--- config.mk ---
export PLATFORM = sky130hd
export DESIGN_NAME = fifo_to_gpmc
export DESIGN_NICKNAME = d
export VERILOG_FILES = /design/src/rtl/gpmc_bus_pkg.sv /design/src/rtl/fifo_pkg.sv /design/src/rtl/fifo_to_gpmc.sv
export SDC_FILE = /design/constraint.sdc
export NUM_CORES = 1
export LEC_CHECK = 0
export BUFFER_PORTS_ARGS = -buffer_cell sky130_fd_sc_hd__buf_2
export CORE_MARGIN = 2
export CORE_UTILIZATION = 59
export DETAILED_ROUTE_END_ITERATION = 8
export GPL_TIMING_DRIVEN = 0
export PLACE_DENSITY = 0.86
export SLEW_MARGIN = 15
export SYNTH_ARGS = -nofsm -noshare
export SYNTH_HDL_FRONTEND = slang
export SYNTH_SLANG_ARGS = --single-unit
--- constraint.sdc ---
create_clock -name fifo_clk_i -period 8.3 [get_ports fifo_clk_i]
set_input_delay 0 -clock fifo_clk_i [delete_from_list [all_inputs] [get_ports fifo_clk_i]]
set_output_delay 0 -clock fifo_clk_i [all_outputs]
set_load 0.02 [all_outputs]
--- src/rtl/gpmc_bus_pkg.sv ---
//////////////////////////////////////////////////
// Host bus constants
// Address and data widths, window sizes, item
// buffer depth and the have_space threshold
//////////////////////////////////////////////////
`default_nettype none

package gpmc_bus_pkg;

   // Word address em_a_i[10:1] and data bus width
   localparam int EM_ADDR_W = 10;
   localparam int EM_DATA_W = 16;

   // CS4 data window uses the whole address
   localparam int DATA_ADDR_W = 10;
   // CS6 control window, em_a_i[5:1]
   localparam int CTRL_ADDR_W = 5;

   // Item buffers on the bus side, 16 entries
   localparam int BUS_BUF_LOG2 = 4;

   // Free entries needed to raise have_space
   localparam int HAVE_SPACE_MIN = 8;

endpackage

`default_nettype wire

--- src/rtl/fifo_pkg.sv ---
//////////////////////////////////////////////////
// Stream format constants
// 18-bit item layout, 36-bit frame word, occupancy
// codes, buffer depths and the frame word union
//////////////////////////////////////////////////
`default_nettype none

package fifo_pkg;

   // Item is {eof, sof, data[15:0]}
   localparam int ITEM_W       = 18;
   localparam int ITEM_SOF_BIT = 16;
   localparam int ITEM_EOF_BIT = 17;

   // Frame word is {occ, eof, sof, data[31:0]}
   localparam int WORD_W = 36;

   // Occupancy of the last word
   localparam logic [1:0] OCC_FULL     = 2'd0;
   localparam logic [1:0] OCC_LOW_ONLY = 2'd1;

   // Depths of the 36-bit buffers, as log2
   localparam int TX_FIFO_LOG2   = 5;
   localparam int RX_FIFO_LOG2   = 5;
   localparam int CTRL_FIFO_LOG2 = 3;

   //////////////////////////////////////////////////
   // Frame word, seen whole or as two halves
   //////////////////////////////////////////////////
   typedef struct packed {
      logic [1:0]  occ;
      logic        eof;
      logic        sof;
      logic [31:0] data;
   } fifo36_frame_t;

   // Little endian, first item in lo
   typedef struct packed {
      logic [1:0]  occ;
      logic        eof;
      logic        sof;
      logic [15:0] hi;
      logic [15:0] lo;
   } fifo36_halves_t;

   typedef union packed {
      fifo36_frame_t  frame;
      fifo36_halves_t halves;
   } fifo36_word_u;

endpackage

`default_nettype wire

--- src/rtl/fifo_to_gpmc.sv ---
//////////////////////////////////////////////////
// Host read side of one window
// 16-item ring buffer, complete-frame counter and
// registered read data
//////////////////////////////////////////////////
`default_nettype none

module fifo_to_gpmc (
   input  logic                               fifo_clk_i,
   input  logic                               rst_n_i,
   input  logic [fifo_pkg::ITEM_W-1:0]        item_i,
   input  logic                               src_rdy_i,
   output logic                               dst_rdy_o,
   input  logic                               rd_i,
   output logic [gpmc_bus_pkg::EM_DATA_W-1:0] data_o,
   output logic                               data_oe_o,
   output logic                               data_available_o
);
   import gpmc_bus_pkg::*;
   import fifo_pkg::*;

   logic [ITEM_W-1:0]       mem [(1 << BUS_BUF_LOG2)];
   logic [BUS_BUF_LOG2-1:0] wr_ptr;
   logic [BUS_BUF_LOG2-1:0] rd_ptr;
   logic [BUS_BUF_LOG2:0]   count;
   // Number of eof items held
   logic [BUS_BUF_LOG2:0]   frames;
   logic                    full;
   logic                    empty;
   logic                    push;
   logic                    pop;
   logic [ITEM_W-1:0]       head;
   logic                    push_eof;
   logic                    pop_eof;

   assign full  = count[BUS_BUF_LOG2];
   assign empty = (count == '0);
   assign head  = mem[rd_ptr];

   // Take items whenever there is room
   assign dst_rdy_o = !full;
   assign push      = src_rdy_i && !full;
   // Read of an empty buffer pops nothing
   assign pop       = rd_i && !empty;

   assign push_eof = push && item_i[ITEM_EOF_BIT];
   assign pop_eof  = pop && head[ITEM_EOF_BIT];

   always_ff @(posedge fifo_clk_i) begin
      if (push) begin
         mem[wr_ptr] <= item_i;
      end
   end

   always_ff @(posedge fifo_clk_i or negedge rst_n_i) begin
      if (!rst_n_i) begin
         wr_ptr <= '0;
         rd_ptr <= '0;
         count  <= '0;
         frames <= '0;
      end else begin
         if (push) wr_ptr <= wr_ptr + 1'b1;
         if (pop) rd_ptr <= rd_ptr + 1'b1;
         count  <= count + push - pop;
         frames <= frames + push_eof - pop_eof;
      end
   end

   //////////////////////////////////////////////////
   // Bus read data, one cycle after the access
   //////////////////////////////////////////////////
   always_ff @(posedge fifo_clk_i) begin
      if (rd_i) begin
         // Zero when nothing is buffered
         data_o <= empty ? '0 : head[EM_DATA_W-1:0];
      end
   end

   always_ff @(posedge fifo_clk_i or negedge rst_n_i) begin
      if (!rst_n_i) begin
         data_oe_o <= 1'b0;
      end else begin
         data_oe_o <= rd_i;
      end
   end

   // Whole frame waiting, or full with a frame too long to fit
   assign data_available_o = (frames != '0) || full;

   // An eof leaving was counted when it came in
   a_frames_no_underflow : assert property (@(posedge fifo_clk_i) disable iff (!rst_n_i)
      pop_eof |-> (frames != '0));

endmodule

`default_nettype wire

# ---- Yosys cells after proc, flatten, opt, wreduce, memory -nomap -nowiden
# Memory sizes are Yosys's and may differ from the RTL's.
# Index checks and enable logic that the tools add are counted.
dict set report op_classes {
  muxes 2
  addsub 6
  reduce_logical 9
}
# cell count
set op_table {}
lappend op_table {{$add A5 B1 Y5} 2}
lappend op_table {{$sub A5 B1 Y5} 2}
lappend op_table {{$add A4 B1 Y4 const B} 2}
lappend op_table {{$logic_not A5 Y1} 1}
lappend op_table {{$reduce_bool A5 Y1} 1}
lappend op_table {{$logic_and A1 B1 Y1} 4}
lappend op_table {{$logic_not A1 Y1} 2}
lappend op_table {{$mux W1} 2}
lappend op_table {{$logic_or A1 B1 Y1} 1}
dict set report word_totals {
  out_inout_bits 19
  memories 1
  inputBits 22
  regBits 35
  ram_bits 288
}
# name depth width rd rd_clocked_by_memory_dff wr line_no
set mem_list {}
lappend mem_list {mem 16 18 1 0 1 fifo_to_gpmc.sv:22} ;# logic [ITEM_W-1:0] mem [(1 << BUS_BUF_LOG2)];

# ---- Depth between registers and ports, before layout
# Gate-level depths: netlist of the first run.
dict set report logic_depth {
  depth_word 5
  depth_mapped 15
  mapped_depth_nobuf 14
}

# ---- Worst setup path after synthesis of the first run
# No wires, ideal clock.
dict set report synth_timing {
  path_type {reg-to-reg}
  from {register rd_ptr[0]}
  to {register frames[4]}
  required_ps 8220
  setup_ps 80
  arrival_time_ps 2985
  slack_ps 5236
  synth_period_minus_slack_ps 3064
  stages_incl_launch_ff 15
  cell_sequence {dfrtp_1 > buf_6 > buf_6 > mux4_2 > mux4_2 > and2_1 > ha_1 > inv_1 > ha_1 > inv_1 > fa_1 > inv_1 > a21oi_1 > o21bai_1 > xnor2_1}
}
dict set report synth_via {
  elab_chain_len 3
}
# element line_no
set synth_lines {}
lappend synth_lines {{start: declaration} fifo_to_gpmc.sv:24} ;# logic [BUS_BUF_LOG2-1:0] rd_ptr;
lappend synth_lines {{start signal: assignment} fifo_to_gpmc.sv:63} ;# if (pop) rd_ptr <= rd_ptr + 1'b1;
lappend synth_lines {{$mem_v2 Z16 W18} -}
lappend synth_lines {{$logic_and A1 B1 Y1} fifo_to_gpmc.sv:47} ;# assign pop_eof = pop && head[ITEM_EOF_BIT];
lappend synth_lines {{$sub A5 B1 Y5} fifo_to_gpmc.sv:65} ;# frames <= frames + push_eof - pop_eof;
lappend synth_lines {{end signal: assignment} fifo_to_gpmc.sv:65}
lappend synth_lines {{end: declaration} fifo_to_gpmc.sv:27} ;# logic [BUS_BUF_LOG2:0] frames;
# Every way passes these cells.
# A chain may end at the register's enable or synchronous reset.

# ---- Worst setup path after layout of the first run
# Same ends and word-level chain as after synthesis.

==> impl_results.md, run 1 <==
- Count of non-filler cells in the finished layout: 999
- CTS Buffer Depth: 3
- DP Worst Slack: 4.981 ns
- Vias per cell: around 6.4
- CP Cell Sequence: buf_6, buf_6, mux4_2, mux4_2, and2_1, ha_1, inv_1, ha_1, inv_1, fa_1, inv_1, a21oi_1, o21bai_1, xnor2_1
- Vias in the first global route: between 6000 and 7000
- Area occupied by registers: 9124 µm²
- Switching Power: 1.547 mW
- Max cap viols: 0
- Commonest non-fill, non-tap cell in the layout: edfxtp_1
- CTS resizes: 0
- Core area: 20100 µm²
- Die height: 146.7 µm
- Crit path buffers/inverters: 5
- CP max stage delay: 0.50 ns
- Met2 Use GR: about two fifths
- Required time of the critical path: just under 9 ns
- Clock share of power: 26.1%
- Yosys warnings: 0
- Crit path time final: 3.338 ns
- Crit-path most repeated cell: inv_1
- Max Slew Vio Count: 0
- Die area: 21520 µm²
- GPL Wtd Cong: 0.8586
- Global-route met1 utilization: 34.58%
- VDD IR max: 0.2142 mV
- Wire per inst: 27.13 µm
- RSZ-0062 raised after global routing: no
- Prevailing post-synth register cell: edfxtp_1
- Synth Instances: 601
- Hold-fix buffers, CTS: 20
- Setup_tns: 0 ns
- Multi-input logic area: 2723 µm²
- Initial Util: 59.75%
- Placed Cells: slightly above 900
- Distinct cells, synth: 33
- Comb pwr share: 32.8%
- Status: finished, final reports clean
- Largest net degree at the start of global routing: 20
- P_leak: around 4.7 nW
- Setup Crit Path Kind: register to register
- P_int: 3.235 mW
- Nets: 748
- Net Count, Synth: 642
- Final Setup Violations: 0
- Met3 track utilization from global routing: around 4.7%
- HP Class: input pin to register
- Layout cell share with drive strength beyond 1: ~25%
- Initial antenna violation count: 0
- Diode count: 0
- Post-synth EDFFs: approximately 290
- GRT Total Usage: 25.73%
- Worst-Margin Slew: 0.9701 ns
- Fill count: 1162
- Slowest cell on the critical path: mux4_2
- First-pass GRT wire length: 40340 µm
- Setup crit start kind: register
- Commonest cells after routing, fill and taps aside: edfxtp_1, mux4_2, buf_2
- Rows: between 50 and 60
- Final worst setup slack: 4.962 ns
- Postcts setup bufs: 0
- Pwr Total: 4.782 mW
- Syn_area_per_cell: 19.99 µm²
- Pwr/cell area: 343.8 nW/µm²
- Die width: 146.7 µm
- Clk_skew: roughly 0.011 ns
- Cell area after synthesis: 12010 µm²
- Fmax: around 300 MHz
- Seq/Total Area, Yosys: 75.96%
- Busiest grt layer: met2
- Worst-path maximum fanout: 10
- Fin crit share: 40.22%
- Worst-path clk slew: 0.07 ns
- Switching Share: 32.36%
- First drt pass iteration count: 4
- IO buf count: 39
- CTS Sinks: slightly above 300
- Total grt overflow: 0
- Initial DRC count: 634
- Seq pwr share: 41.1%
- WL final: 27100 µm
- Critical Path AT: 3.81 ns
- Relative slew slack: 35.33%
- Clock root cell: clkbuf_16
- CTS Buf Count: 29
- Residual DRC count: 0
- Seq cells post-synth: around 310
- CP Capture Type: register
- Final hold violations: 0
- Io pins: 41
- Layout area overhead: 15.79%
- # H-tree levels: 1
- CTS tree: done
- Routed via count: 6357
- Worst path top cell family by delay: multiplexers
- Post-synth ARST share: just over 6%
- Post-DP HPWL: 17010 µm
- Antenna Violating Nets Remaining: 0
- Insertion delay to the later sink of the worst-skew pair: approximately 0.55 ns
metal layers:
layer  wire, µm  up-vias
met3       2537       90
met2      13540      421
met1       9798     3215
met4       1223        0
met5          0        -
li1           -     2631
metrics by stage:
stage          util, %  instance area [µm²]  hold WS (ns)
6_report         69.18                13910        0.1063
5_1_grt          69.18                13910        0.1427
4_1_cts          69.18                13910       0.09189
3_5_place_dp     63.77                12820      -0.03809
3_3_place_gp     62.40                12540      -0.05096
2_1_floorplan        -                12010       -0.2956
flip-flops by register name (all words and copies together) (netlist names):
signal / count
data_oe_o: 1
wr_ptr: 4
count: 5
frames: 5
data_o: 16
rd_ptr: 4
mem: 272
worst reg2reg max path: stages (launching register included):
cell	delay, ns
dfrtp_1	0.39
buf_6	0.15
buf_6	0.17
mux4_2	0.50
mux4_2	0.48
and2_1	0.17
ha_1	0.26
inv_1	0.05
ha_1	0.16
inv_1	0.07
fa_1	0.43
inv_1	0.07
a21oi_1	0.05
o21bai_1	0.15
xnor2_1	0.14
final timing paths:
| path | start | end | slack [ns] | cells past startpoint |
|---|---|---|---|---|
| min in group asynchronous | rst_n_i | frames[4] | 0.62 | 3 |
| worst max-delay path | rd_ptr[0] | frames[4] | 4.96 | 14 |
| worst min-delay path | src_rdy_i | wr_ptr[0] | 0.11 | 4 |
| worst min register to register | frames[0] | frames[0] | 0.53 | 1 |
| worst max register to register | rd_ptr[0] | frames[4] | 4.96 | 14 |
| max in group asynchronous | rst_n_i | rd_ptr[2] | 7.15 | 3 |
cell families (layout without fill, tap and decap cells):
family / Yosys count / after routing / share of synthesized area (%)
DFF: 307 / 307 / 75.96
muxes: 87 / 87 / 12.91
and+or+nand+nor: 71 / 71 / 2.771
AOI/OAI and AO/OA: 54 / 54 / 3.281
buffers and inverters: 49 / 177 / 1.958
adders and majority gates: 19 / 19 / 2.104
xor gates and xnor gates: 14 / 14 / 1.021
cells in the mapped netlist (4+ instances only):
cell / number / area (µm²)
o211ai_1: 15 / 112.6
a22oi_1: 30 / 225.2
xnor2_1: 9 / 78.83
edfxtp_1: 288 / 8648
buf_2: 11 / 55.05
a21oi_1: 4 / 20.02
nor2_1: 16 / 60.06
nand3_1: 18 / 90.09
clkbuf_1: 14 / 52.55
inv_1: 17 / 63.81
nand2_1: 20 / 75.07
mux2i_1: 30 / 300.3
mux4_2: 54 / 1216
nor3_1: 4 / 20.02
xor2_1: 5 / 43.79
ha_1: 17 / 212.7
buf_6: 4 / 45.04
dfrtp_1: 19 / 475.5
final cells by class:
class	count	share of cell area, %
buffer	32	1.232
clock buffer	33	5.326
clock inverter	20	1.053
inverter	17	0.4588
multi-input combinational	245	19.58
sequential	307	65.60
tap	270	2.429
timing repair buffer	75	4.327
power groups by stage:
stage / logic (mW) / clock network [mW] / registers (mW)
finish: 1.57 / 1.25 / 1.97
global route: 1.67 / 1.31 / 1.98
CTS: 1.56 / 1.25 / 1.97
detailed placement: 1.54 / 0 / 1.99
global placement: 1.41 / 0 / 1.99
floorplan: 0.994 / 0 / 2.03
Note: power is estimated with default switching activity, not from simulation.
==> inputs of run 2 (changes only) <==
--- a/config.mk
+++ b/config.mk
@@ -7,10 +7,10 @@
 export LEC_CHECK = 0
 export BUFFER_PORTS_ARGS = -buffer_cell sky130_fd_sc_hd__buf_2
 export CORE_MARGIN = 2
-export CORE_UTILIZATION = 59
+export CORE_UTILIZATION = 55
 export DETAILED_ROUTE_END_ITERATION = 8
 export GPL_TIMING_DRIVEN = 0
-export PLACE_DENSITY = 0.86
+export PLACE_DENSITY = 0.85
 export SLEW_MARGIN = 15
 export SYNTH_ARGS = -nofsm -noshare
 export SYNTH_HDL_FRONTEND = slang
==> constraint.sdc (replaced) <==
create_clock -name fifo_clk_i -period 2.8 [get_ports fifo_clk_i]
set_input_delay 0 -clock fifo_clk_i [delete_from_list [all_inputs] [get_ports fifo_clk_i]]
set_output_delay 0 -clock fifo_clk_i [all_outputs]
set_load 0.02 [all_outputs]
==> impl_results.md, run 2 (synthesized netlist as in run 1, its figures left out) <==
- Area post-placement: 12870 µm² (+0.39%)
- Clock share of power: 26.3% (+0.2 points)
- HP Class: input pin to register
- VDD IR max: 0.4929 mV (+130%)
- # H-tree levels: 1 (unchanged)
- CTS Buffer Depth: 3 (unchanged)
- Commonest cells after routing, fill and taps aside: edfxtp_1, mux4_2, buf_2
- CTS Buf Count: 29 (unchanged)
- Final hold violations: 0 (unchanged)
- Worst-path maximum fanout: 3 (-7)
- Top flop regs: mem (272), data_o (16)
- Vias per cell: 6.446 (+1.3%)
- Placed Cells: 940 (+1.5%)
- Crit path time final: 2.987 ns (-0.3504 ns)
- Failing checks: setup timing
- Fmax: 334.7 MHz (+12%)
- Switching Power: 4.733 mW (+210%)
- Initial antenna violation count: 1 (+1)
- Total grt overflow: 0 (unchanged)
- Core area: 21620 µm² (+7.5%)
- P_leak: 4.830 nW (+2.1%)
- Wire per inst: 27.55 µm (+1.5%)
- Initial DRC count: 796 (+26%)
- Relative slew slack: 34.37% (-0.96 points)
- First drt pass iteration count: 5 (+1)
- Critical Path AT: 3.43 ns (-0.38 ns)
- Worst-path clk slew: 0.07 ns (about the same)
- CP Capture Type: register
- Nets: 761 (+1.7%)
- Insertion delay to the later sink of the worst-skew pair: 0.55 ns (about the same)
- Status: complete, but fails checks
- Die width: 151.8 µm (+3.5%)
- Comb pwr share: 33.9% (+1.1 points)
- CTS Sinks: 307 (unchanged)
- Clock root cell: clkbuf_16
- Switching Share: 32.22% (-0.13 points)
- Antenna Violating Nets Remaining: 0 (unchanged)
- RSZ-0062 raised after global routing: yes
- Die area: 23040 µm² (+7.1%)
- Residual DRC count: 0 (unchanged)
- Setup Crit Path Kind: register to register
- Clk_skew: 0.01895 ns (+0.007645 ns)
- P_int: 9.955 mW (+210%)
- GRT Total Usage: 25.16% (-0.57 points)
- Layout cell share with drive strength beyond 1: 28.48% (+3.2 points)
- Post-DP HPWL: 18200 µm (+7.1%)
- Diode count: 0 (unchanged)
- Multi-input logic area: 2749 µm² (+0.97%)
- Final worst setup slack: -0.1875 ns (-5.150 ns)
- Io pins: 41 (unchanged)
- Max cap viols: 0 (unchanged)
- Final Setup Violations: 3 (+3)
- GPL Wtd Cong: 0.8482 (-1.2%)
- Area occupied by registers: 9124 µm² (unchanged)
- Final instance area: 14130 µm² (+1.6%)
- Largest net degree at the start of global routing: 20 (unchanged)
- First-pass GRT wire length: 41480 µm (+2.8%)
- Largest register by flop count: mem
- Initial Util: 55.56% (-4.2 points)
- IO buf count: 39 (unchanged)
- Fill count: 1345 (+16%)
- Max reg flops: 272 (unchanged)
- Count of non-filler cells in the finished layout: 1021 (+2.2%)
- Fin crit share: 106.7% (+66 points)
- Worst-Margin Slew: 0.9844 ns (+0.01434 ns)
- Commonest non-fill, non-tap cell in the layout: edfxtp_1
- CTS tree: done
- Seq pwr share: 39.8% (-1.3 points)
- Pwr/cell area: 1039 nW/µm² (+200%)
- Rows: 54 (+3.8%)
- Max Slew Vio Count: 0 (unchanged)
- Required time of the critical path: 3.24 ns (-5.53 ns)
- Die height: 151.8 µm (+3.5%)
- Setup crit start kind: register
- WL final: 28120 µm (+3.8%)
- Vias in the first global route: 6862 (+2.9%)
- Layout area overhead: 17.66%
- Routed via count: 6581 (+3.5%)
==> run 2: cell count changes in the layout (fill, tap and decap cells not counted), sizes merged <==
cell	delta
buf	+14
clkbuf	+1
clkinv	-6
bufinv	+2
inv	+1
==> run 2: final timing paths <==
check	from	endpoint	slack [ns]	cells past startpoint
min reg2reg	count[0]	count[0]	0.53	1
max	rd_ptr[0]	frames[3]	-0.19	12
max reg2reg	rd_ptr[0]	frames[3]	-0.19	12
min in group asynchronous	rst_n_i	data_oe_o	0.69	3
max in group asynchronous	rst_n_i	rd_ptr[1]	1.54	3
min	src_rdy_i	wr_ptr[0]	0.15	4
==> run 2: layer usage <==
layer	up-vias	track usage, %	part of all wire, %	wire, µm
met1	3339	32.27	35	9835
met3	108	4.551	10	2829
met2	476	41.87	50	14140
li1	2658	-	-	-
met5	-	0	0	0
met4	0	12.45	4.7	1316
==> run 2: stage by stage <==
| stage | setup slack, ns | util [%] | total power, mW | setup TNS [ns] | hold WS (ns) |
|---|---|---|---|---|---|
| 2_1_floorplan | -0.1784 | - | 8.991 | -0.2058 | -0.2956 |
| 4_1_cts | -0.1541 | 65.20 | 14.52 | -0.2657 | 0.1144 |
| 6_report | -0.1875 | 65.36 | 14.69 | -0.4339 | 0.1508 |
| 3_3_place_gp | -1.071 | 58.12 | 10.11 | -89.98 | -0.05011 |
| 3_5_place_dp | -0.3849 | 59.53 | 10.51 | -1.064 | -0.02473 |
| 5_1_grt | -0.2998 | 65.36 | 15.20 | -0.8204 | 0.1866 |
==> run 2: area by class of cell <==
class | instances | area share, %
Sequential cell | 307 | 64.56
Buffer | 31 | 1.248
Inverter | 17 | 0.4692
Timing Repair Buffer | 89 | 5.188
Clock buffer | 35 | 5.294
Tap cell | 280 | 2.479
Multi-Input combinational cell | 245 | 19.45
Clock inverter | 17 | 1.310
==> run 2: power groups by stage <==
stage	combinational, mW	sequential (mW)	clock (mW)
final	4.98	5.84	3.86
after detailed placement	4.59	5.91	0
after floorplan	2.96	6.03	0
after CTS	4.81	5.83	3.88
after global routing	5.28	5.87	4.04
after global placement	4.23	5.88	0
==> run 2: worst max-delay path, cell delays in order (launching register included) <==
cell and delay, ns:
dfrtp_1 0.37, buf_6 0.13, buf_6 0.10, mux4_2 0.48, mux4_2 0.46, and2_4 0.16, ha_4 0.27, inv_4 0.03
ha_4 0.15, buf_4 0.12, a21o_1 0.15, a21oi_1 0.23, xor2_1 0.23
==> run 2: what timing repair did <==
action | CTS | global route
setup buffers | 6 | 4
cloned | 0 | 0
resized for setup | 13 | 3
setup endpoints to repair | 6 | 5
pin swaps | 4 | 5
endpoints found under the hold margin | 308 | 0
hold buffers | 20 | 0
