**src/rtl/fifo_pkg.sv**
```systemverilog
//////////////////////////////////////////////////
// Stream format constants
// 18-bit item layout, 36-bit frame word, occupancy
// codes, buffer depths and the frame word union
//////////////////////////////////////////////////
`default_nettype none

package fifo_pkg;

   // Item is {eof, sof, data[15:0]}
   localparam int ITEM_W       = 18;
   localparam int ITEM_SOF_BIT = 16;
   localparam int ITEM_EOF_BIT = 17;

   // Frame word is {occ, eof, sof, data[31:0]}
   localparam int WORD_W = 36;

   // Occupancy of the last word
   localparam logic [1:0] OCC_FULL     = 2'd0;
   localparam logic [1:0] OCC_LOW_ONLY = 2'd1;

   // Depths of the 36-bit buffers, as log2
   localparam int TX_FIFO_LOG2   = 5;
   localparam int RX_FIFO_LOG2   = 5;
   localparam int CTRL_FIFO_LOG2 = 3;

   //////////////////////////////////////////////////
   // Frame word, seen whole or as two halves
   //////////////////////////////////////////////////
   typedef struct packed {
      logic [1:0]  occ;
      logic        eof;
      logic        sof;
      logic [31:0] data;
   } fifo36_frame_t;

   // Little endian, first item in lo
   typedef struct packed {
      logic [1:0]  occ;
      logic        eof;
      logic        sof;
      logic [15:0] hi;
      logic [15:0] lo;
   } fifo36_halves_t;

   typedef union packed {
      fifo36_frame_t  frame;
      fifo36_halves_t halves;
   } fifo36_word_u;

endpackage

`default_nettype wire

```
**src/rtl/fifo_buffer.sv**
```systemverilog
//////////////////////////////////////////////////
// Synchronous FIFO for 36-bit frame words
// RAM array behind a registered output stage
//////////////////////////////////////////////////
`default_nettype none

module fifo_buffer #(
   parameter int SIZE_LOG2 = 5
) (
   input  logic                        fifo_clk_i,
   input  logic                        rst_n_i,
   input  logic [fifo_pkg::WORD_W-1:0] data_i,
   input  logic                        src_rdy_i,
   output logic                        dst_rdy_o,
   output logic [fifo_pkg::WORD_W-1:0] data_o,
   output logic                        src_rdy_o,
   input  logic                        dst_rdy_i
);
   import fifo_pkg::*;

   logic [WORD_W-1:0]    mem [2**SIZE_LOG2];
   logic [SIZE_LOG2-1:0] wr_ptr;
   logic [SIZE_LOG2-1:0] rd_ptr;
   // Words held in the RAM without the output stage
   logic [SIZE_LOG2:0]   count;
   logic                 push;
   logic                 out_load;
   logic                 ram_empty;
   logic                 pop;
   logic                 bypass;
   logic                 ram_wr;

   assign dst_rdy_o = !count[SIZE_LOG2];
   assign push      = src_rdy_i && dst_rdy_o;
   assign ram_empty = (count == '0);
   // Output stage free or emptying this cycle
   assign out_load  = !src_rdy_o || dst_rdy_i;
   assign pop       = out_load && !ram_empty;
   // New word goes straight to the output past an empty RAM
   assign bypass    = out_load && ram_empty && push;
   assign ram_wr    = push && !bypass;

   always_ff @(posedge fifo_clk_i) begin
      if (ram_wr) mem[wr_ptr] <= data_i;
      if (pop) data_o <= mem[rd_ptr];
      else if (bypass) data_o <= data_i;
   end

   always_ff @(posedge fifo_clk_i or negedge rst_n_i) begin
      if (!rst_n_i) begin
         wr_ptr    <= '0;
         rd_ptr    <= '0;
         count     <= '0;
         src_rdy_o <= 1'b0;
      end else begin
         if (ram_wr) wr_ptr <= wr_ptr + 1'b1;
         if (pop) rd_ptr <= rd_ptr + 1'b1;
         count <= count + ram_wr - pop;
         if (out_load) src_rdy_o <= pop || bypass;
      end
   end

   a_count_in_range : assert property (@(posedge fifo_clk_i) disable iff (!rst_n_i)
      count <= (2**SIZE_LOG2));

endmodule

`default_nettype wire

```
**config.mk**
```make
export PLATFORM = sky130hd
export DESIGN_NAME = fifo_buffer
export DESIGN_NICKNAME = d
export VERILOG_FILES = /design/src/rtl/fifo_pkg.sv /design/src/rtl/fifo_buffer.sv
export SDC_FILE = /design/constraint.sdc
export NUM_CORES = 1
export LEC_CHECK = 0
export BUFFER_PORTS_ARGS = -buffer_cell sky130_fd_sc_hd__buf_2
export CELL_PAD_IN_SITES_DETAIL_PLACEMENT = 1
export CELL_PAD_IN_SITES_GLOBAL_PLACEMENT = 2
export CORE_MARGIN = 3
export CORE_UTILIZATION = 54
export DETAILED_ROUTE_END_ITERATION = 12
export GPL_TIMING_DRIVEN = 1
export PLACE_DENSITY_LB_ADDON = 0.12
export SYNTH_ARGS = -nofsm -noshare
export SYNTH_HDL_FRONTEND = slang
export SYNTH_SLANG_ARGS = --single-unit
```
**constraint.sdc**
```tcl
create_clock -name fifo_clk_i -period 8.89 [get_ports fifo_clk_i]
set_input_delay 0.889 -clock fifo_clk_i [delete_from_list [all_inputs] [get_ports fifo_clk_i]]
set_output_delay 0.889 -clock fifo_clk_i [all_outputs]
set_load 0.05 [all_outputs]
```
# Word-level counts from Yosys, hierarchy flattened
# Memories as Yosys holds them, arrays and structs flattened.
# Index checks and enable logic that the tools add are counted.
# W data, S select, Z words.
[classes]
n_addsub = 4
muxes = 4
reduce_logical = 13
[ops]
columns = ["operator", "count"]
rows = [
  ["$mux W36", 2],
  ["$add A5 B1 Y5 const B", 2],
  ["$add A6 B1 Y6", 1],
  ["$logic_not A6 Y1", 1],
  ["$sub A6 B1 Y6", 1],
  ["$logic_and A1 B1 Y1", 5],
  ["$logic_not A1 Y1", 4],
  ["$logic_or A1 B1 Y1", 2],
  ["$mux W1", 2],
  ["$reduce_bool A2 Y1", 1],
]
[word_totals]
register_bits = 53
ram_bits = 1152
input_bits = 40
out_inout_bits = 38
elab_cells = 27
memories = 1
[memory_table]
columns = ["name", "depth", "width", "read_ports", "rd_clocked_by_memory_dff", "wr", "line", "text"]
rows = [
  ["mem", 32, 36, 1, 0, 1, "fifo_buffer.sv:21", "logic [WORD_W-1:0] mem [2**SIZE_LOG2];"],
]

# Longest topological paths before layout
# Gate-level depths: netlist (run 1).
[depth]
word_depth = 8
ltp_mapped = 14
ltp_nobuf = 14

# Least setup slack after synthesis (run 1)
# No wires, ideal clock.
[synth_timing]
kind = "input port to flip-flop"
start = "input dst_rdy_i"
end = "memory mem[31][0], enable pin"
setup_ns = 0.429
t_arrival_ns = 3.213
required_ns = 8.461
path_slack_ns = 5.247
cell_stages = 4
n_path_buf = 0
path_cell_list = "nand2b_1 > a21boi_2 > nand2_1 > nor2_1"
[synth_between]
elab_chain_cells = 7
[synth_rtl]
columns = ["element", "line", "text"]
rows = [
  ["start, declared", "fifo_buffer.sv:17", "input logic dst_rdy_i"],
  ["$logic_or A1 B1 Y1", "fifo_buffer.sv:37", "assign out_load = !src_rdy_o || dst_rdy_i;"],
  ["$logic_and A1 B1 Y1 (2 in a row)", "fifo_buffer.sv:40", "assign bypass = out_load && ram_empty && push;"],
  ["$logic_not A1 Y1", "fifo_buffer.sv:41", "assign ram_wr = push && !bypass;"],
  ["$logic_and A1 B1 Y1", "fifo_buffer.sv:41", ""],
  ["$mux W1", "fifo_buffer.sv:44", "if (ram_wr) mem[wr_ptr] <= data_i;"],
  ["$mux W1 (implied by the code)", "fifo_buffer.sv:44", ""],
  ["end, declared", "fifo_buffer.sv:21", ""],
]
# Every way passes these cells.

# Worst setup path in the final report (run 1)
[layout_timing]
start = "register count[2]"
end = "memory mem[19][31], enable pin"
[layout_between]
elab_chain_cells = 7
[layout_rtl]
columns = ["element", "line", "text"]
rows = [
  ["start, declared", "fifo_buffer.sv:25", "logic [SIZE_LOG2:0] count;"],
  ["start signal, assigned", "fifo_buffer.sv:58", "count <= count + ram_wr - pop;"],
  ["$logic_not A6 Y1", "fifo_buffer.sv:35", "assign ram_empty = (count == '0);"],
  ["$logic_and A1 B1 Y1 (2 in a row)", "fifo_buffer.sv:40", ""],
  ["$logic_not A1 Y1", "fifo_buffer.sv:41", ""],
  ["$logic_and A1 B1 Y1", "fifo_buffer.sv:41", ""],
  ["$mux W1", "fifo_buffer.sv:44", ""],
  ["$mux W1 (implied by the code)", "fifo_buffer.sv:44", ""],
]
# Every way passes these cells.

==> flow_metrics.env, run 1 <==
export IMPL_clockBufferDepth=3
export IMPL_ioPinCount=78
export IMPL_die_height_um=299.4
export IMPL_dieArea_um2=89660
export IMPL_path_clk_slew_ns=0.07
export IMPL_drc=0
export IMPL_port_buffers=77
export IMPL_core_area_um2=84480
export IMPL_reg2reg_to="mem[19][31]$_DFFE_PP_"
export IMPL_crit_cells=7
export IMPL_power_density_nw_per_um2=306.6
export IMPL_cp_startpoint="count[2]$_DFF_PN0_"
export IMPL_crit_required_ns=9.22
export IMPL_cp_endpoint="mem[19][31]$_DFFE_PP_"
export IMPL_hold_viol_final=0
export IMPL_ff2ff_path_depth=7
export IMPL_synthFlopType="edfxtp_1"
export IMPL_tightest_slew_ns=1.119
export IMPL_fin_ws_ns=5.095
export IMPL_crit_slowest_cell="nor2_4"
export IMPL_cts_buffers=120
export IMPL_mostFrequentLayoutCell="edfxtp_1"
export IMPL_fin_util_pct=61.81
export IMPL_cts_max_level=3
export IMPL_grt_pass1_wl_mm=173.5
export IMPL_cts_tree="built"
export IMPL_p_switching_w=0.004887
export IMPL_rsz0062_at_grt="no"
export IMPL_worstSetupStartpointType="flop"
export IMPL_peakVddDrop_v=0.0003115
export IMPL_die_w_um=299.4
export IMPL_ys_warnings_count=0
export IMPL_finalClockSkew_ns=0.02147
export IMPL_synth_edff_count=1188
export IMPL_layout_min_cycle_time_ns=3.795
export IMPL_synthArstFlopShare_pct=1.411
export IMPL_finalSetupViolations=0
export IMPL_cts_sinks=1205
export IMPL_rows=106
export IMPL_pre_cts_slack_ns=4.746
export IMPL_grt_max_degree=120
export IMPL_p_comb_share_pct=26.6
export IMPL_cts_resized=0
export IMPL_drt_pass1_iter_count=6
export IMPL_fmax_ghz=0.2635
export IMPL_cts_hold_buffers=0
export IMPL_synth_cell_types=44
export IMPL_syn_inst=2204
export IMPL_route_antenna_remaining_nets=0
export IMPL_antenna_found_initial=6
export IMPL_p_leak_nw=17.03
export IMPL_grt_overflow=0
export IMPL_nFillCells=6912
export IMPL_yosysSeqAreaShare_pct=77.64
export IMPL_slew_viol_final=0
export IMPL_gp_congestion=0.7731
export IMPL_ys_seq_elements=1205
export IMPL_hold_class="in -> async"
export IMPL_final_setup_tns_ns=0
export IMPL_finalNetCount=2387
export IMPL_place_hpwl_mm=64.56
export IMPL_r2r_slack_ns=5.10
export IMPL_critical_path_class="reg -> reg"
export IMPL_insertion_delay_ns=0.69
export IMPL_dp_cells=3345
export IMPL_status="finished clean"
export IMPL_vias=22772
export IMPL_timing_final_crit_share_pct=42.68
export IMPL_p_seq_share_pct=42.4
export IMPL_critPathCaptureType="flop"
export IMPL_crit_fanout=19
export IMPL_worst_path_buf_inv=2
export IMPL_cpPeakStageDelay_ns=0.94
export IMPL_post_drt_wl_per_cell_um=33.75
export IMPL_fin_cells=3570
export IMPL_sw_frac_of_total_pct=30.52
export IMPL_p_clk_share_pct=31.0
export IMPL_syn_nets=2258
export IMPL_netlist_area_um2=46490
export IMPL_regArea_um2=36110
export IMPL_avgSynthCellArea_um2=21.10
export IMPL_reg2reg_from="count[2]$_DFF_PN0_"
export IMPL_cp_top_family="simple AND/OR/NAND/NOR gates"
export IMPL_wirelength_mm=120.5
export IMPL_grt_total_usage_pct=27.16
export IMPL_final_cell_mix="edfxtp_1, mux2i_1, mux4_2"
export IMPL_maxCapViolations=0
export IMPL_area_delta_synth_final_pct=12.32
export IMPL_grt_pass1_vias=24135
export IMPL_drt_initial_drc_count=2541
export IMPL_drive_gt1_share_pct=21.98
export IMPL_path_cells="inv_1 -> ha_1 -> nor4bb_1 -> a21boi_2 -> nand2_1 -> nor2_4 -> buf_4"
export IMPL_relSlewSlack_pct=25.42
export IMPL_cts_setup_buffers=0
export IMPL_multiInputGateArea_um2=9917
export IMPL_internal_power_w=0.01112
export IMPL_p_total_w=0.01601
export IMPL_initial_core_util_pct=55.03
export IMPL_cp_arrival_ns=4.13
export IMPL_viasPerCell=6.379
export IMPL_root_buffer="clkbuf_16"
-- worst register-to-register path: stages, from the launching register on --
cell	delay [ns]
dfrtp_1	0.36
inv_1	0.07
ha_1	0.22
nor4bb_1	0.20
a21boi_2	0.48
nand2_1	0.61
nor2_4	0.95
buf_4	0.53
-- layout make-up --
cell class	instances	share of cell area (%)
Antenna cell	2	0.009584
Clock buffer	155	6.218
Tap cell	1134	2.717
Timing Repair Buffer	129	1.581
Clock inverter	68	1.220
Sequential cell	1205	69.16
Inverter	15	0.1078
Multi-Input combinational cell	862	18.99
-- worst min-delay path by stage --
stage          slack (ns)                    end             startpoint  cells past startpoint
6_report             0.17  wr_ptr[2]$_DFFE_PN0P_                rst_n_i                      1
5_1_grt              0.16  rd_ptr[4]$_DFFE_PN0P_                rst_n_i                      1
4_1_cts              0.15  wr_ptr[2]$_DFFE_PN0P_                rst_n_i                      1
3_5_place_dp         0.53     count[0]$_DFF_PN0_     count[0]$_DFF_PN0_                      1
3_3_place_gp         0.52     count[0]$_DFF_PN0_     count[0]$_DFF_PN0_                      1
2_1_floorplan        0.47  rd_ptr[4]$_DFFE_PN0P_  rd_ptr[4]$_DFFE_PN0P_                      1
-- registers in the layout (all words and copies together) (netlist names) --
signal     flops
mem         1152
data_o        36
count          6
rd_ptr         5
wr_ptr         5
src_rdy_o      1
-- synthesized netlist by cell type, types with 8 or more instances --
cell	instances	area, um2
o221a_1	30	337.8
o2111ai_1	35	306.5
ha_1	13	162.7
buf_4	21	157.7
nand2_1	45	168.9
o22ai_1	71	444.2
or3_1	36	225.2
o22a_1	37	324.1
mux2i_1	288	2883
clkbuf_1	31	116.4
nor2_1	73	274.0
edfxtp_1	1188	35670
dfrtp_1	17	425.4
buf_2	48	240.2
buf_6	15	168.9
inv_1	15	56.30
xnor2_1	8	70.07
mux4_2	180	4054
-- power groups by stage --
| stage | clock network (W) | registers, W | logic, W |
|---|---|---|---|
| 5_1_grt | 0.00531 | 0.00681 | 0.00453 |
| 3_3_place_gp | 0 | 0.00689 | 0.00421 |
| 6_report | 0.00497 | 0.00678 | 0.00426 |
| 4_1_cts | 0.00505 | 0.00679 | 0.00431 |
| 3_5_place_dp | 0 | 0.00690 | 0.00428 |
| 2_1_floorplan | 0 | 0.00695 | 0.00293 |
-- stage by stage --
step | area [um2] | hold WS, ns
finish | 52220 | 0.1664
global route | 52220 | 0.1641
CTS | 52220 | 0.1474
detailed placement | 48330 | 0.5277
global placement | 48330 | 0.5242
floorplan | 46490 | 0.4676
-- cell families after synthesis --
| logic type | Yosys count | synth area share (%) |
|---|---|---|
| flip-flops | 1205 | 77.64 |
| AND/OR/NAND/NOR | 177 | 1.784 |
| buffers and inverters | 137 | 1.647 |
| adder cells (fa/ha/maj) | 14 | 0.3929 |
| AO/OA/AOI/OAI | 191 | 3.383 |
| XOR/XNOR | 11 | 0.2072 |
| multiplexers | 469 | 14.94 |
-- layer usage --
metal | up-vias | share of wire, % | routed length (um) | GRT usage [%]
met5 | - | 0.0083 | 10 | 0
met4 | 2 | 2.5 | 3015 | 7.363
met3 | 187 | 7.4 | 8868 | 4.715
met2 | 947 | 49 | 58770 | 43.71
met1 | 12184 | 41 | 49830 | 39.02
li1 | 9452 | - | - | -
Note: power is estimated with default switching activity, not from simulation.
==> run 2: changes to the inputs <==
--- a/config.mk
+++ b/config.mk
@@ -9,7 +9,7 @@
 export CELL_PAD_IN_SITES_DETAIL_PLACEMENT = 1
 export CELL_PAD_IN_SITES_GLOBAL_PLACEMENT = 2
 export CORE_MARGIN = 3
-export CORE_UTILIZATION = 54
+export CORE_UTILIZATION = 45
 export DETAILED_ROUTE_END_ITERATION = 12
 export GPL_TIMING_DRIVEN = 1
 export PLACE_DENSITY_LB_ADDON = 0.12
==> constraint.sdc (replaced) <==
create_clock -name fifo_clk_i -period 3.45 [get_ports fifo_clk_i]
set_input_delay 0.345 -clock fifo_clk_i [delete_from_list [all_inputs] [get_ports fifo_clk_i]]
set_output_delay 0.345 -clock fifo_clk_i [all_outputs]
set_load 0.05 [all_outputs]
==> run 2 against run 1 <==
  * Non-clock buffer count rose by 61
  * Sequential share of layout area fell by 1.7 points
  * Register-to-register slack got worse by 4.7 ns
  * Die area rose by 20%
  * Critical path depth rose by 2
  * Flip-flop and latch count did not move
  * First-iteration DRC count fell by 8.1%
  * Fmax rose by 26%
  * Setup slack got worse by 4.7 ns
  * Worst hold slack got worse by 0.038 ns
  * Total power rose to 2.6 times the previous value
==> flow_metrics.env, run 2 (synthesis results as in run 1) <==
export IMPL_whs_ns=0.1286
export IMPL_ff2ff_path_depth=9
export IMPL_drt_initial_drc_count=2335
export IMPL_route_antenna_remaining_nets=0
export IMPL_critical_path_class="reg -> reg"
export IMPL_ioPinCount=78
export IMPL_cts_resized=0
export IMPL_cts_tree="built"
export IMPL_viasPerCell=5.950
export IMPL_cts_buffers=130
export IMPL_reg2reg_to="mem[10][15]$_DFFE_PP_"
export IMPL_finalClockSkew_ns=0.02680
export IMPL_fmax_ghz=0.3312
export IMPL_final_cell_mix="edfxtp_1, mux2i_1, mux4_2"
export IMPL_drive_gt1_share_pct=23.68
export IMPL_crit_fanout=22
export IMPL_rsz0062_at_grt="no"
export IMPL_peakVddDrop_v=0.0005375
export IMPL_fin_cells=3871
export IMPL_worstSetupStartpointType="flop"
export IMPL_finalSetupViolations=0
export IMPL_reg2reg_from="count[2]$_DFF_PN0_"
export IMPL_path_clk_slew_ns=0.06
export IMPL_die_height_um=327.4
export IMPL_wirelength_mm=125.3
export IMPL_slew_viol_final=0
export IMPL_clockBufferDepth=3
export IMPL_post_drt_wl_per_cell_um=32.36
export IMPL_root_buffer="clkbuf_16"
export IMPL_hold_viol_final=0
export IMPL_vias=23033
export IMPL_place_hpwl_mm=68.13
export IMPL_final_setup_tns_ns=0
export IMPL_grt_total_usage_pct=23.59
export IMPL_pre_cts_slack_ns=0.4143
export IMPL_timing_final_crit_share_pct=87.51
export IMPL_finalNetCount=2458
export IMPL_hold_class="in -> async"
export IMPL_r2r_slack_ns=0.43
export IMPL_dp_cells=3638
export IMPL_crit_required_ns=3.80
export IMPL_met2_length_mm=61.22
export IMPL_layout_min_cycle_time_ns=3.019
export IMPL_fin_ws_ns=0.4309
export IMPL_grt_overflow=0
export IMPL_insertion_delay_ns=0.73
export IMPL_cts_setup_buffers=0
export IMPL_nFillCells=9052
export IMPL_dieArea_um2=107200
export IMPL_cp_arrival_ns=3.37
export IMPL_cts_max_level=4
export IMPL_fin_util_pct=52.36
export IMPL_grt_pass1_wl_mm=178.3
export IMPL_tightest_slew_ns=0.9096
export IMPL_wl_met1_mm=53.84
export IMPL_core_area_um2=102200
export IMPL_rows=117
export IMPL_maxCapViolations=0
export IMPL_gp_congestion=0.7560
export IMPL_drc=0
export IMPL_mostFrequentLayoutCell="edfxtp_1"
export IMPL_grt_pass1_vias=24354
export IMPL_relSlewSlack_pct=39.36
export IMPL_power_density_nw_per_um2=790.3
export IMPL_grt_max_degree=85
export IMPL_critPathCaptureType="flop"
export IMPL_antenna_found_initial=9
export IMPL_drt_pass1_iter_count=5
export IMPL_port_buffers=77
export IMPL_area_delta_synth_final_pct=15.07
export IMPL_die_w_um=327.4
export IMPL_largest_register="mem"
export IMPL_top_regs="mem (1152), data_o (36), count (6)"
export IMPL_status="finished clean"
export IMPL_cts_sinks=1205
export IMPL_wl_met3_mm=7.639
export IMPL_largest_reg_flops=1152
export IMPL_p_leak_nw=17.53
export IMPL_top_layer="met4"
export IMPL_initial_core_util_pct=45.50
==> run 2: changes by cell type in the layout (fill, tap and decap cells not counted), sizes merged, moves of 2 or more <==
cell / delta
clkinvlp: -5
buf: +59
clkbuf: +19
dlygate4sd3: +2
clkinv: -8
bufinv: -2
==> run 2: critical path, cell delays in order, from the launching register on <==
cell and delay [ns]:
dfrtp_1 0.35, inv_1 0.07, ha_1 0.22, nor4bb_1 0.14, buf_4 0.17, a21boi_2 0.22
buf_4 0.22, nand2_1 0.48, nor2_4 0.27, buf_4 0.49
==> run 2: worst max-delay path by stage <==
stage / from / endpoint / slack, ns / cells after the start
2_1_floorplan: count[5]$_DFF_PN0_ / mem[23][0]$_DFFE_PP_ / -0.08 / 6
3_3_place_gp: count[4]$_DFF_PN0_ / mem[10][16]$_DFFE_PP_ / 0.49 / 9
3_5_place_dp: count[5]$_DFF_PN0_ / mem[10][16]$_DFFE_PP_ / 0.41 / 9
4_1_cts: count[3]$_DFF_PN0_ / mem[10][29]$_DFFE_PP_ / 0.38 / 9
5_1_grt: count[5]$_DFF_PN0_ / count[5]$_DFF_PN0_ / 0.27 / 13
6_report: count[2]$_DFF_PN0_ / mem[10][15]$_DFFE_PP_ / 0.43 / 9
==> run 2: cell type report <==
type	count	area, um2	area share [%]
Antenna cell	3	7.507	0.01403
Clock buffer	174	3546	6.628
Clock inverter	54	536.8	1.003
Inverter	15	56.30	0.1052
Multi-Input combinational cell	862	9915	18.53
Sequential cell	1205	36110	67.50
Tap cell	1368	1712	3.199
Timing Repair Buffer	190	1614	3.017
==> run 2: stage by stage <==
stage          cell area [um2]  power (W)
6_report                 53500    0.04228
3_3_place_gp             49390    0.02919
4_1_cts                  53490    0.04277
2_1_floorplan            46500    0.02548
5_1_grt                  53490    0.04401
3_5_place_dp             49390    0.02934
==> run 2: metal layers <==
metal	GRT usage, %	vias up
met3	4.157	173
met4	6.051	0
met1	33.32	12533
li1	-	9608
met2	38.30	719
met5	0	-
==> run 2: timing repair <==
action	4_1_cts	5_1_grt
hold endpoints to repair	18	0
endpoints found under the setup margin	0	0
hold buffers	2	0
==> run 2: power by group <==
part	switching (W)	total, W	internal [W]
Combinational	0.00680	0.0115	0.00469
Sequential	0.000481	0.0174	0.0169
Clock	0.00555	0.0134	0.00783
==> run 3: changes to the inputs <==
--- a/config.mk
+++ b/config.mk
@@ -9,10 +9,12 @@
 export CELL_PAD_IN_SITES_DETAIL_PLACEMENT = 1
 export CELL_PAD_IN_SITES_GLOBAL_PLACEMENT = 2
 export CORE_MARGIN = 3
-export CORE_UTILIZATION = 45
+export CORE_UTILIZATION = 50
+export CTS_CLUSTER_SIZE = 24
 export DETAILED_ROUTE_END_ITERATION = 12
 export GPL_TIMING_DRIVEN = 1
 export PLACE_DENSITY_LB_ADDON = 0.12
+export SKIP_CTS_REPAIR_TIMING = 1
 export SYNTH_ARGS = -nofsm -noshare
 export SYNTH_HDL_FRONTEND = slang
 export SYNTH_SLANG_ARGS = --single-unit
==> constraint.sdc (replaced) <==
create_clock -name fifo_clk_i -period 2.95 [get_ports fifo_clk_i]
set_input_delay 0.295 -clock fifo_clk_i [delete_from_list [all_inputs] [get_ports fifo_clk_i]]
set_output_delay 0.295 -clock fifo_clk_i [all_outputs]
set_load 0.05 [all_outputs]
==> run 3 against run 2 <==
  * The flow now finishes with violations (hold timing)
  * Worst hold slack lost 0.13 ns
  * Utilization up 5.8 points
  * Final area is 0.14% lower
  * Critical path depth is 5 higher
  * Flip-flop and latch count did not move
  * Via count rose by 1.3%
  * Sequential power rose by 17%
==> flow_metrics.env, run 3 (synthesis results as in run 1) <==
export IMPL_crit_slowest_cell="fa_1"
export IMPL_post_drt_wl_per_cell_um=33.27
export IMPL_cts_sinks=1205
export IMPL_p_leak_nw=17.51
export IMPL_mostFrequentLayoutCell="edfxtp_1"
export IMPL_place_hpwl_mm=69.75
export IMPL_wl_met3_mm=8.374
export IMPL_area_delta_synth_final_pct=14.91
export IMPL_relSlewSlack_pct=38.90
export IMPL_viasPerCell=6.228
export IMPL_cpPeakStageDelay_ns=0.44
export IMPL_gp_congestion=0.7627
export IMPL_hold_viol_final=1
export IMPL_drt_initial_drc_count=2514
export IMPL_dieArea_um2=96680
export IMPL_finalClockSkew_ns=0.02411
export IMPL_fin_cells=3748
export IMPL_initial_core_util_pct=50.57
export IMPL_path_clk_slew_ns=0.06
export IMPL_dp_cells=3519
export IMPL_p_total_w=0.04883
export IMPL_tightest_slew_ns=0.9165
export IMPL_core_area_um2=91940
export IMPL_rsz0062_at_grt="no"
export IMPL_violations="hold timing"
export IMPL_maxCapViolations=0
export IMPL_cpMostUsedCell="inv_1"
export IMPL_die_w_um=310.9
export IMPL_finalNetCount=2454
export IMPL_cts_max_level=3
export IMPL_final_setup_tns_ns=0
export IMPL_cts_buffers=121
export IMPL_crit_required_ns=3.56
export IMPL_finalSetupViolations=0
export IMPL_grt_max_degree=66
export IMPL_hold_class="in -> reg"
export IMPL_grt_pass1_vias=24616
export IMPL_power_density_nw_per_um2=913.9
export IMPL_cts_tree="built"
export IMPL_path_cells="inv_1 -> ha_1 -> nor4bb_1 -> buf_4 -> nor2_4 -> ha_1 -> inv_1 -> ha_1 -> inv_1 -> fa_1 -> inv_1 -> a21oi_1 -> o21bai_1 -> xor2_1"
export IMPL_port_buffers=77
export IMPL_crit_fanout=3
export IMPL_vias=23342
export IMPL_critPathCaptureType="flop"
export IMPL_largest_reg_flops=1152
export IMPL_fmax_ghz=0.3559
export IMPL_worstSetupStartpointType="flop"
export IMPL_placed_cell_area_um2=49610
export IMPL_drc=0
export IMPL_status="finished, violations left"
export IMPL_stdcell_area_um2=53430
export IMPL_layout_min_cycle_time_ns=2.809
export IMPL_met2_length_mm=61.03
export IMPL_grt_total_usage_pct=26.00
export IMPL_fin_util_pct=58.11
export IMPL_drt_pass1_iter_count=5
export IMPL_grt_pass1_wl_mm=180.2
export IMPL_antenna_found_initial=9
export IMPL_die_height_um=310.9
export IMPL_top_layer="met5"
export IMPL_whs_ns=-0.002784
export IMPL_route_antenna_remaining_nets=0
export IMPL_critical_path_class="reg -> reg"
export IMPL_grt_overflow=0
export IMPL_top_regs="mem (1152), data_o (36), count (6)"
export IMPL_clockBufferDepth=3
export IMPL_timing_final_crit_share_pct=95.24
export IMPL_wl_met1_mm=52.27
export IMPL_largest_register="mem"
export IMPL_peakVddDrop_v=0.0005355
export IMPL_ioPinCount=78
export IMPL_wirelength_mm=124.7
export IMPL_rows=111
export IMPL_cp_arrival_ns=3.42
export IMPL_drive_gt1_share_pct=23.62
export IMPL_final_cell_mix="edfxtp_1, mux2i_1, mux4_2"
export IMPL_slew_viol_final=0
export IMPL_root_buffer="clkbuf_16"
export IMPL_insertion_delay_ns=0.70
==> run 3: cell types whose count changed in the layout (fill, tap and decap cells not counted), sizes merged <==
cell,before,now
bufinv,8,9
inv,19,17
buf,188,194
dlygate4sd3,2,1
clkbuf,174,160
clkinvlp,0,2
clkinv,42,52
==> run 3: report_power, final <==
part	internal, W	switching, W
Combinational	0.00567	0.00795
Clock	0.00845	0.00637
Sequential	0.0198	0.000603
==> run 3: layer usage <==
layer	up-vias	track usage, %
met5	-	0
met4	10	7.041
met3	195	4.222
met2	870	42.29
met1	12677	37.00
li1	9590	-
==> run 3: critical path: cells and delay by family, from the launching register on <==
kind	cells	cell delay, ns
and+or+nand+nor	2	0.35
buffers and inverters	5	0.50
AOI/OAI and AO/OA	2	0.23
xor gates and xnor gates	1	0.18
DFF	1	0.37
adders and majority gates	4	1.11
==> run 3: final timing paths <==
kind | startpoint | to | slack, ns | depth (start not counted)
max | count[4]$_DFF_PN0_ | count[4]$_DFF_PN0_ | 0.14 | 14
max reg2reg | count[4]$_DFF_PN0_ | count[4]$_DFF_PN0_ | 0.14 | 14
min reg2reg | rd_ptr[4]$_DFFE_PN0P_ | rd_ptr[4]$_DFFE_PN0P_ | 0.55 | 1
min in group asynchronous | rst_n_i | rd_ptr[2]$_DFFE_PN0P_ | 0.11 | 2
max in group asynchronous | rst_n_i | rd_ptr[1]$_DFFE_PN0P_ | 2.47 | 2
min | dst_rdy_i | src_rdy_o$_DFFE_PN0P_ | -0.003 | 3
==> run 3: final cells by class <==
class | count | area [um2]
fillers | 7799 | 38510
flip-flops and latches | 1205 | 36110
multi-input cells | 862 | 9915
clock buffers | 160 | 3227
repair buffers | 195 | 1974
well taps | 1243 | 1555
clock inverters | 65 | 579.3
inverters | 15 | 56.30
diodes | 3 | 7.507
==> run 3: per-stage QoR <==
| stage | worst slack [ns] | hold WS [ns] |
|---|---|---|
| after floorplan | -0.5765 | -0.0005911 |
| after detailed placement | 0.1931 | 0.2885 |
| final | 0.1405 | -0.002784 |
| after global placement | 0.1914 | 0.2761 |
| after CTS | 0.1319 | -0.4610 |
| after global routing | 0.01727 | 0.003143 |
